### src/rtl/apb_map_pkg.sv
package apb_map_pkg;

    // Bus widths
    localparam int APB_AW = 12;
    localparam int APB_DW = 32;

    typedef logic [APB_AW-1:0] apb_addr_t;
    typedef logic [APB_DW-1:0] apb_data_t;

    // Register offsets
    localparam apb_addr_t REG_CFG = 12'h000;
    localparam apb_addr_t REG_SCALE = 12'h004;
    localparam apb_addr_t REG_SHIFT = 12'h008;
    localparam apb_addr_t REG_OFFSET = 12'h00C;
    localparam apb_addr_t REG_BIAS = 12'h010;
    localparam apb_addr_t REG_REWIND = 12'h014;

    // Configuration register fields
    localparam int CFG_UNSIGNED_BIT = 0;
    // Low bit of the 4-bit output width field
    localparam int CFG_OBITS_LSB = 4;

endpackage

### src/rtl/quant_pkg.sv
package quant_pkg;

    // Lane geometry
    localparam int NUM_LANES = 8;
    localparam int LANE_AW = 3;

    // Stream widths
    localparam int WX_W = 20;
    localparam int OUT_W = 8;

    // Coefficient widths
    localparam int SCALE_W = 16;
    localparam int SHIFT_W = 4;
    localparam int OFFSET_W = 8;
    localparam int BIAS_W = 32;
    localparam int OBITS_W = 4;

    // Register stages from accumulator to output byte
    localparam int LATENCY = 3;

    // Intermediate widths, sized so that no step can overflow
    localparam int SUM_W = ((WX_W > BIAS_W) ? WX_W : BIAS_W) + 1;
    localparam int PROD_W = SUM_W + SCALE_W;
    localparam int RES_W = PROD_W + 1;

    // Stream words
    typedef logic signed [WX_W-1:0] wx_t;
    typedef logic signed [OUT_W-1:0] y_t;

    // Per-lane coefficients
    typedef logic signed [SCALE_W-1:0] scale_t;
    typedef logic [SHIFT_W-1:0] shift_t;
    typedef logic signed [OFFSET_W-1:0] offset_t;
    typedef logic signed [BIAS_W-1:0] bias_t;
    typedef logic [OBITS_W-1:0] obits_t;

    // Pipeline internals
    typedef logic signed [SUM_W-1:0] sum_t;
    typedef logic signed [PROD_W-1:0] prod_t;
    typedef logic signed [RES_W-1:0] res_t;

endpackage

### src/rtl/scaler_apb_regs.sv
module scaler_apb_regs
    import quant_pkg::*;
    import apb_map_pkg::*;
(
    input  logic      clk,
    input  logic      nrst,
    input  logic      psel_i,
    input  logic      penable_i,
    input  logic      pwrite_i,
    input  apb_addr_t paddr_i,
    input  apb_data_t pwdata_i,
    output apb_data_t prdata_o,
    output logic      pready_o,
    output logic      pslverr_o,
    output logic      scale_we_o,
    output logic      shift_we_o,
    output logic      offset_we_o,
    output logic      bias_we_o,
    output apb_data_t wdata_o,
    output logic      rewind_o,
    output logic      cfg_unsigned_o,
    output obits_t    cfg_obits_o
);

    logic   access;
    logic   wr;
    logic   mapped;
    logic   hit_cfg;
    logic   hit_scale;
    logic   hit_shift;
    logic   hit_offset;
    logic   hit_bias;
    logic   hit_rewind;
    logic   cfg_unsigned_q;
    obits_t cfg_obits_q;

    // Address decode
    assign hit_cfg = (paddr_i == REG_CFG);
    assign hit_scale = (paddr_i == REG_SCALE);
    assign hit_shift = (paddr_i == REG_SHIFT);
    assign hit_offset = (paddr_i == REG_OFFSET);
    assign hit_bias = (paddr_i == REG_BIAS);
    assign hit_rewind = (paddr_i == REG_REWIND);
    assign mapped = hit_cfg | hit_scale | hit_shift | hit_offset | hit_bias | hit_rewind;

    // Zero wait states, so the access phase is always one cycle
    assign access = psel_i && penable_i;
    assign wr = access && pwrite_i && mapped;
    assign pready_o = 1'b1;
    assign pslverr_o = access && !mapped;

    // Data port pulses, one per write
    assign scale_we_o = wr && hit_scale;
    assign shift_we_o = wr && hit_shift;
    assign offset_we_o = wr && hit_offset;
    assign bias_we_o = wr && hit_bias;
    assign rewind_o = wr && hit_rewind;
    assign wdata_o = pwdata_i;

    always_ff @(posedge clk or negedge nrst) begin
        if (!nrst) begin
            cfg_unsigned_q <= 1'b0;
            cfg_obits_q <= '0;
        end else if (wr && hit_cfg) begin
            cfg_unsigned_q <= pwdata_i[CFG_UNSIGNED_BIT];
            cfg_obits_q <= pwdata_i[CFG_OBITS_LSB +: OBITS_W];
        end
    end

    assign cfg_unsigned_o = cfg_unsigned_q;
    assign cfg_obits_o = cfg_obits_q;

    // Only the configuration register reads back
    always_comb begin
        prdata_o = '0;
        if (psel_i && !pwrite_i && hit_cfg) begin
            prdata_o[CFG_UNSIGNED_BIT] = cfg_unsigned_q;
            prdata_o[CFG_OBITS_LSB +: OBITS_W] = cfg_obits_q;
        end
    end

endmodule

### config.mk
export PLATFORM = sky130hd
export DESIGN_NAME = scaler_apb_regs
export DESIGN_NICKNAME = d
export VERILOG_FILES = /design/src/rtl/apb_map_pkg.sv /design/src/rtl/quant_pkg.sv /design/src/rtl/scaler_apb_regs.sv
export SDC_FILE = /design/constraint.sdc
export NUM_CORES = 1
export LEC_CHECK = 0
export BUFFER_PORTS_ARGS = -buffer_cell sky130_fd_sc_hd__buf_2
export CORE_UTILIZATION = 26
export CTS_BUF_LIST = sky130_fd_sc_hd__clkbuf_16
export CTS_CLUSTER_DIAMETER = 30
export DETAILED_ROUTE_END_ITERATION = 8
export PLACE_DENSITY = 0.76
export SETUP_SLACK_MARGIN = 0.02
export SKIP_LAST_GASP = 1
export SLEW_MARGIN = 20
export SYNTH_ARGS = -nofsm -noshare
export SYNTH_HDL_FRONTEND = slang
export SYNTH_SLANG_ARGS = --single-unit
### constraint.sdc
create_clock -name clk -period 1.54 [get_ports clk]
set_input_delay 0.308 -clock clk [delete_from_list [all_inputs] [get_ports clk]]
set_output_delay 0.308 -clock clk [all_outputs]
set_load 0.005 [all_outputs]
**After elaboration in Yosys (flattened, before gate mapping)**

Index checks and enable logic that the tools add are counted.

- Register bits after elaboration: 5
- Output and inout bits: 76
- Input bits: 49
- Word-level logic and storage cells: 29

- Bitwise operators: 5
- Eq/ne operators: 5
- Muxes and demuxes: 2
- Reduce and logical (&&, ||, !) cells: 15

Operators with widths:

| operator | number |
|---|---|
| $eq A12 B4 Y1 const B | 2 |
| $eq A12 B5 Y1 const B | 2 |
| $eq A12 B3 Y1 const B | 1 |
| $logic_and A1 B1 Y1 | 12 |
| $logic_not A12 Y1 | 1 |
| $or A1 B1 Y1 | 5 |
| $mux W4 | 1 |
| $logic_not A1 Y1 | 2 |
| $mux W1 | 1 |

**Depth between registers and ports, before layout**

Gate-level depths: netlist (run 1).

- Word-level depth: 8
- Gate-level depth with buffers: 4
- Mapped depth without buffers: 4

**Worst setup path before layout (run 1)**

Ideal clock, no wire load.

- Kind: input -> output
- Start point: input paddr_i[9]
- End point: output bias_we_o
- Data required time: 1.232 ns
- Arrival time: 1.359 ns
- Buffers on the path: 0
- Stages on the path: 4
- Path slack: -0.127 ns
- Cells stage by stage: nor4_2 > nand3_2 > or3_4 > nor3b_2

- Cells in the longest elaborated chain, start to end: 8
- Elaborated cells between the ends (all ways): 13
- Classes of those cells: 5 x eq/ne; 5 x bitwise; 3 x reduce/logical

RTL lines:

| what | RTL line | source |
|---|---|---|
| start: declaration | scaler_apb_regs.sv:10 | `input apb_addr_t paddr_i,` |
| $eq A12 B3 Y1 or $logic_not A12 Y1 (tied branches) | scaler_apb_regs.sv:39, scaler_apb_regs.sv:38 |  |
| $or A1 B1 Y1 (5 in a row) | scaler_apb_regs.sv:44 | `assign mapped = hit_cfg \| hit_scale \| hit_shift \| hit_offset \| hit_bias \| hit_rewind;` |
| $logic_and A1 B1 Y1 | scaler_apb_regs.sv:48 | `assign wr = access && pwrite_i && mapped;` |
| $logic_and A1 B1 Y1 * | scaler_apb_regs.sv:56 | `assign bias_we_o = wr && hit_bias;` |
| end: declaration | scaler_apb_regs.sv:18 | `output logic bias_we_o,` |

Every way passes the cells marked *; elsewhere a longest branch is shown, timed or not.

**Worst setup path in the final report (run 1)**

Same ends and word-level chain as after synthesis.

==> impl_metrics.toml, run 1 <==
[clock_network]
clkSinkCount = 5
clk_path_buf_depth = 2
insertion_delay_ns = 0.22
path_clk_slew_ns = 0.03
cts_tree = "yes"
cts_buffers = 3
cts_root_buffer = "clkbuf_16"
htreeDepth = 1

[grt]
antenna_found_initial = 0
grt_max_degree = 6
grt_usage_pct = 9.15
grt_first_pass_wirelength_mm = 2.40
gr-total-overflow = 0
grt_pass1_vias = 554

[worst_hold_path]
hp-class = "in2reg"
hold_depth = 2

[worst_setup_path]
r2r_cells = 1
cpMaxStageDelayCell = "or3_4"
cp_cell_sequence = "buf_6, nor4_4, nand3_2, or3_4, nor3b_2, buf_2"
crit_path_start_kind = "primary input"
cp_num_buf_inv = 2
worst_setup_path_end_kind = "output pin"
arrival_ns = 1.50
crit_fanout = 3
worst-path-stages = 6
critPathRequiredTime_ns = 1.23
slowest_delay_ns = 0.41
crit_family = "simple AND/OR/NAND/NOR gates"
critPathKind = "in2out"

[logic_synthesis]
yosysUniqueCellTypes = 19
yosys_warnings = 0
ys_seq_area_share_pct = 15.3
postSynthAreaPerCell_um2 = 8.34
syn_inst = 98
synth_top_area_share_pct = 55.1
synth_area_um2 = 817
synth_area_leaders = "buf_4, dfrtp_1, mux2_2"
ys_ff_latch = 5
yosysTopAreaCell = "buf_4"

[die]
core.rowCount = 19
core-area_um2 = 2880
die_area_um2 = 3370
io_pins = 125
start_util_pct = 28.4
die_x_um = 58.1
die-height_um = 58.1

[detailed_routing]
routed-wl-met3_um = 184
first_iter_violations = 13
antenna_left = 0
route.vias.total = 574
wl_per_cell_um = 9.28
wl_met1_um = 528
wirelength_mm = 1.50
vias_per_cell = 3.54
wl_met2_um = 773
drtPass1Iterations = 5
dr.max_layer_used = "met4"
drc_errors = 8

[cells_and_area]
layout_commonest_cell = "buf_2"
drive_above_1_share_pct = 59.2
final_cell_mix = "buf_2, conb_1, buf_4"
area_delta_synth_final_pct = 19.6
diodes = 0
utilization_pct = 34.0
nets = 170

[run_status]
outcome = "finished, violations left"
violations = "design-rule violations, negative setup slack"

[timing]
max_freq_ghz = 0.553
fin_ws_ns = -0.267
fin_crit_sh_pct = 117
slew_viol_final = 0
skew_ns = 0
finalSetupViolations = 16
hold_viol = 0
fin_crit_ns = 1.81
rsz0062_at_grt = "true"

[pwr]
p_leak_nw = 0.553
fin_total_pwr_uw = 647
powerDensity_nw_per_um2 = 662
ir_drop_mv = 0.627

[placement]
dp_hpwl_mm = 1.19
io_buffers = 42
routabilityCongestion = 0.594

[flow_run]
drv_cap = 0
[synthesized netlist by cell type (all sizes together)]
master and count:
conb 2, dfrtp 5, or3 2, and2 5, nor4 4, nand2 2, nor2 3, buf 60
mux2 5, nand3 2, nand2b 1, a21oi 1, nor3 3, inv 2, nor3b 1
[power breakdown]
part / switching [mW] / internal [mW] / leakage [nW]
Clock: 0.0807 / 0.336 / 0.0423
Sequential: 0.000101 / 0.132 / 0.0699
Combinational: 0.0548 / 0.0428 / 0.440
[kinds of logic after synthesis]
kind of cell           count (synthesis)  share of synthesized area, %
AO/OA/AOI/OAI                          1                         0.612
buffers and inverters                 62                          56.0
flip-flops                             5                          15.3
multiplexers                           5                          6.89
other                                  2                         0.919
AND/OR/NAND/NOR                       23                          20.2
[final timing paths]
path | slack [ns] | end | from
max in group asynchronous | 0.97 | cfg_obits_o[0] | nrst
hold reg to reg | 0.52 | cfg_unsigned_o | cfg_unsigned_o
hold / removal | 0.33 | cfg_obits_o[2] | pwdata_i[6]
setup reg to reg | 0.77 | cfg_obits_o[1] | cfg_obits_o[1]
min in group asynchronous | 0.44 | cfg_obits_o[3] | nrst
setup / recovery | -0.27 | bias_we_o | paddr_i[9]
[sequential cells by signal (all words and copies together), names as in the netlist]
register / count
cfg_unsigned_o: 1
cfg_obits_o: 4
[what timing repair did]
| action | 4_1_cts | 5_1_grt |
|---|---|---|
| hold buffers | 1 | 0 |
| pin swaps | 4 | 2 |
| gates resized for setup | 7 | 3 |
| setup buffers | 2 | 0 |
| endpoints found under the setup margin | 16 | 16 |
| endpoints found under the hold margin | 5 | 0 |
[final cells by class]
| class | instances | area (um2) |
|---|---|---|
| Tap cell | 42 | 52.6 |
| Fill cell | 302 | 1900 |
| Multi-Input combinational cell | 57 | 397 |
| Inverter | 2 | 7.51 |
| Clock inverter | 1 | 3.75 |
| Clock buffer | 3 | 75.1 |
| Sequential cell | 5 | 125 |
| Timing Repair Buffer | 52 | 317 |
[metal layers]
| layer | vias to the layer above | global-route usage (%) |
|---|---|---|
| met2 | 49 | 17.6 |
| met3 | 2 | 1.12 |
| met5 | - | 0 |
| met4 | 0 | 4.42 |
| li1 | 268 | - |
| met1 | 255 | 9.76 |
[stage by stage]
stage | hold slack (ns) | instances | setup TNS [ns] | cell area, um2 | setup WS, ns
after detailed placement | 0.127 | 155 | -3.73 | 811 | -0.307
after global placement | 0.126 | 155 | -3.54 | 811 | -0.282
after floorplan | 0.0124 | 124 | -0.230 | 933 | -0.108
after global routing | 0.342 | 162 | -4.13 | 977 | -0.363
final | 0.334 | 162 | -2.39 | 977 | -0.267
after CTS | 0.333 | 162 | -2.97 | 955 | -0.279
Note: power is estimated with default switching activity, not from simulation.
==> run 2, diff against run 1 <==
CORE_ASPECT_RATIO = 1.25   (was not set)
CORE_MARGIN = 2   (was not set)
==> run 2 against run 1 <==
The flow finishes with violations (negative setup slack). Clock skew unchanged. Hold slack worse by 0.0049 ns. Utilization down 2.1 points. Sequential share of layout area up 0.39 points. Wire length up 17%. Combinational power down 2%.
==> impl_metrics.toml, run 2 (synthesized netlist as in run 1, its figures left out) <==
[timing]
fin_crit_ns = 1.78
fin_ws_ns = -0.241
finalSetupViolations = 11
fin_crit_sh_pct = 116
slew_viol_final = 0
hold_viol = 0
max_freq_ghz = 0.561
fin_hold_ws_ns = 0.329
skew_ns = 0
rsz0062_at_grt = "true"

[clock_network]
clkSinkCount = 5
clk_path_buf_depth = 2
cts_root_buffer = "clkbuf_16"
insertion_delay_ns = 0.22
htreeDepth = 1
cts_buffers = 3
path_clk_slew_ns = 0.03
cts_tree = "yes"

[pwr]
power_switching_share_pct = 20.1
pwr-share-clk_pct = 64.3
powerDensity_nw_per_um2 = 676
p_leak_nw = 0.543
ir_drop_mv = 0.589
pwr-share-comb_pct = 15.0
p_int_uw = 513
seqPwrFrac_pct = 20.7
netSwitchingPower_uw = 129

[placement]
post-place-ws_ns = -0.292
place_inst = 149
routabilityCongestion = 0.569
dp_hpwl_mm = 1.46
placed_area_um2 = 803
io_buffers = 42

[detailed_routing]
route.vias.total = 581
wl_per_cell_um = 11.3
first_iter_violations = 10
wirelength_mm = 1.76
drtPass1Iterations = 2
drc_errors = 0
antenna_left = 0
vias_per_cell = 3.75

[cells_and_area]
largest_reg_flops = 4
utilization_pct = 31.9
area_delta_synth_final_pct = 16.1
diodes = 0
layout_commonest_cell = "buf_2"
seqCellArea_um2 = 125
final_cell_mix = "buf_2, conb_1, buf_4"
instances_no_fill = 155
nets = 169
postLayoutCellArea_um2 = 948
drive_above_1_share_pct = 58.8
n_fill_cell = 319
multi_input_area_um2 = 368

[grt]
gr-total-overflow = 0
grt_first_pass_wirelength_mm = 2.28
grt_usage_pct = 8.98
grt_max_degree = 6
antenna_found_initial = 0
grt_pass1_vias = 527

[worst_setup_path]
worst_setup_path_end_kind = "output pin"
cp_cell_sequence = "buf_6, nor4_4, nand3_2, or3_4, nor3b_2, buf_2"
critPathKind = "in2out"
crit_fanout = 3
cpMaxStageDelayCell = "or3_4"
crit_path_start_kind = "primary input"
arrival_ns = 1.47
slowest_delay_ns = 0.41
reg2reg_slack_ns = 0.77
critPathRequiredTime_ns = 1.23

[die]
core.rowCount = 22
die-height_um = 66.7
io_pins = 125
core-area_um2 = 2970
die_area_um2 = 3610
die_x_um = 54.1
start_util_pct = 27.5

[run_status]
violations = "negative setup slack"
outcome = "finished, violations left"

[worst_hold_path]
hp-class = "in2reg"

[flow_run]
drv_cap = 0
## run 2: per-layer routing
metal	global-route usage, %	share of wire [%]	vias to the layer above
met5	0	0	-
met4	5.31	0.57	0
met3	2.69	16	4
met2	17.3	54	60
met1	7.52	30	250
li1	-	-	267
## run 2: power groups by stage
stage          Clock (mW)  Sequential, mW  Combinational (mW)
2_1_floorplan           0           0.134               0.147
3_3_place_gp            0           0.134              0.0853
3_5_place_dp            0           0.134              0.0852
4_1_cts             0.426           0.133              0.0951
5_1_grt             0.436           0.132               0.109
6_report            0.413           0.133              0.0961
## run 2: cell type report
class	count	share of cell area, %
multi-input cells	57	38.8
well taps	36	4.75
flip-flops and latches	5	13.2
clock inverters	1	0.396
inverters	2	0.792
clock buffers	3	7.92
repair buffers	51	34.2
## run 2: timing repair
action                                  CTS  global route
pin swaps                                 6             1
endpoints found under the setup margin   16            16
resized for setup                         9             0
gates cloned                              0             0
endpoints found under the hold margin     5             0
hold buffers                              1             0
buffers inserted                          1             0
## run 2: worst paths after layout
kind,end,depth (start not counted),from
worst max-delay path,bias_we_o,6,paddr_i[9]
worst min-delay path,cfg_obits_o[3],2,pwdata_i[7]
worst max register to register,cfg_unsigned_o,1,cfg_unsigned_o
worst min register to register,cfg_obits_o[0],1,cfg_obits_o[0]
max in group asynchronous,cfg_obits_o[0],2,nrst
min in group asynchronous,cfg_unsigned_o,2,nrst
## run 2: critical path: cells and delay by family
family,cells,cell delay (ns)
buf+inv,2,0.21
simple gates,4,0.95
## run 2: per-stage QoR
stage,power [mW],TNS [ns]
after floorplan,0.281,-0.230
after global placement,0.219,-3.85
after detailed placement,0.219,-3.68
after CTS,0.653,-2.13
after global routing,0.677,-3.18
final,0.641,-1.83
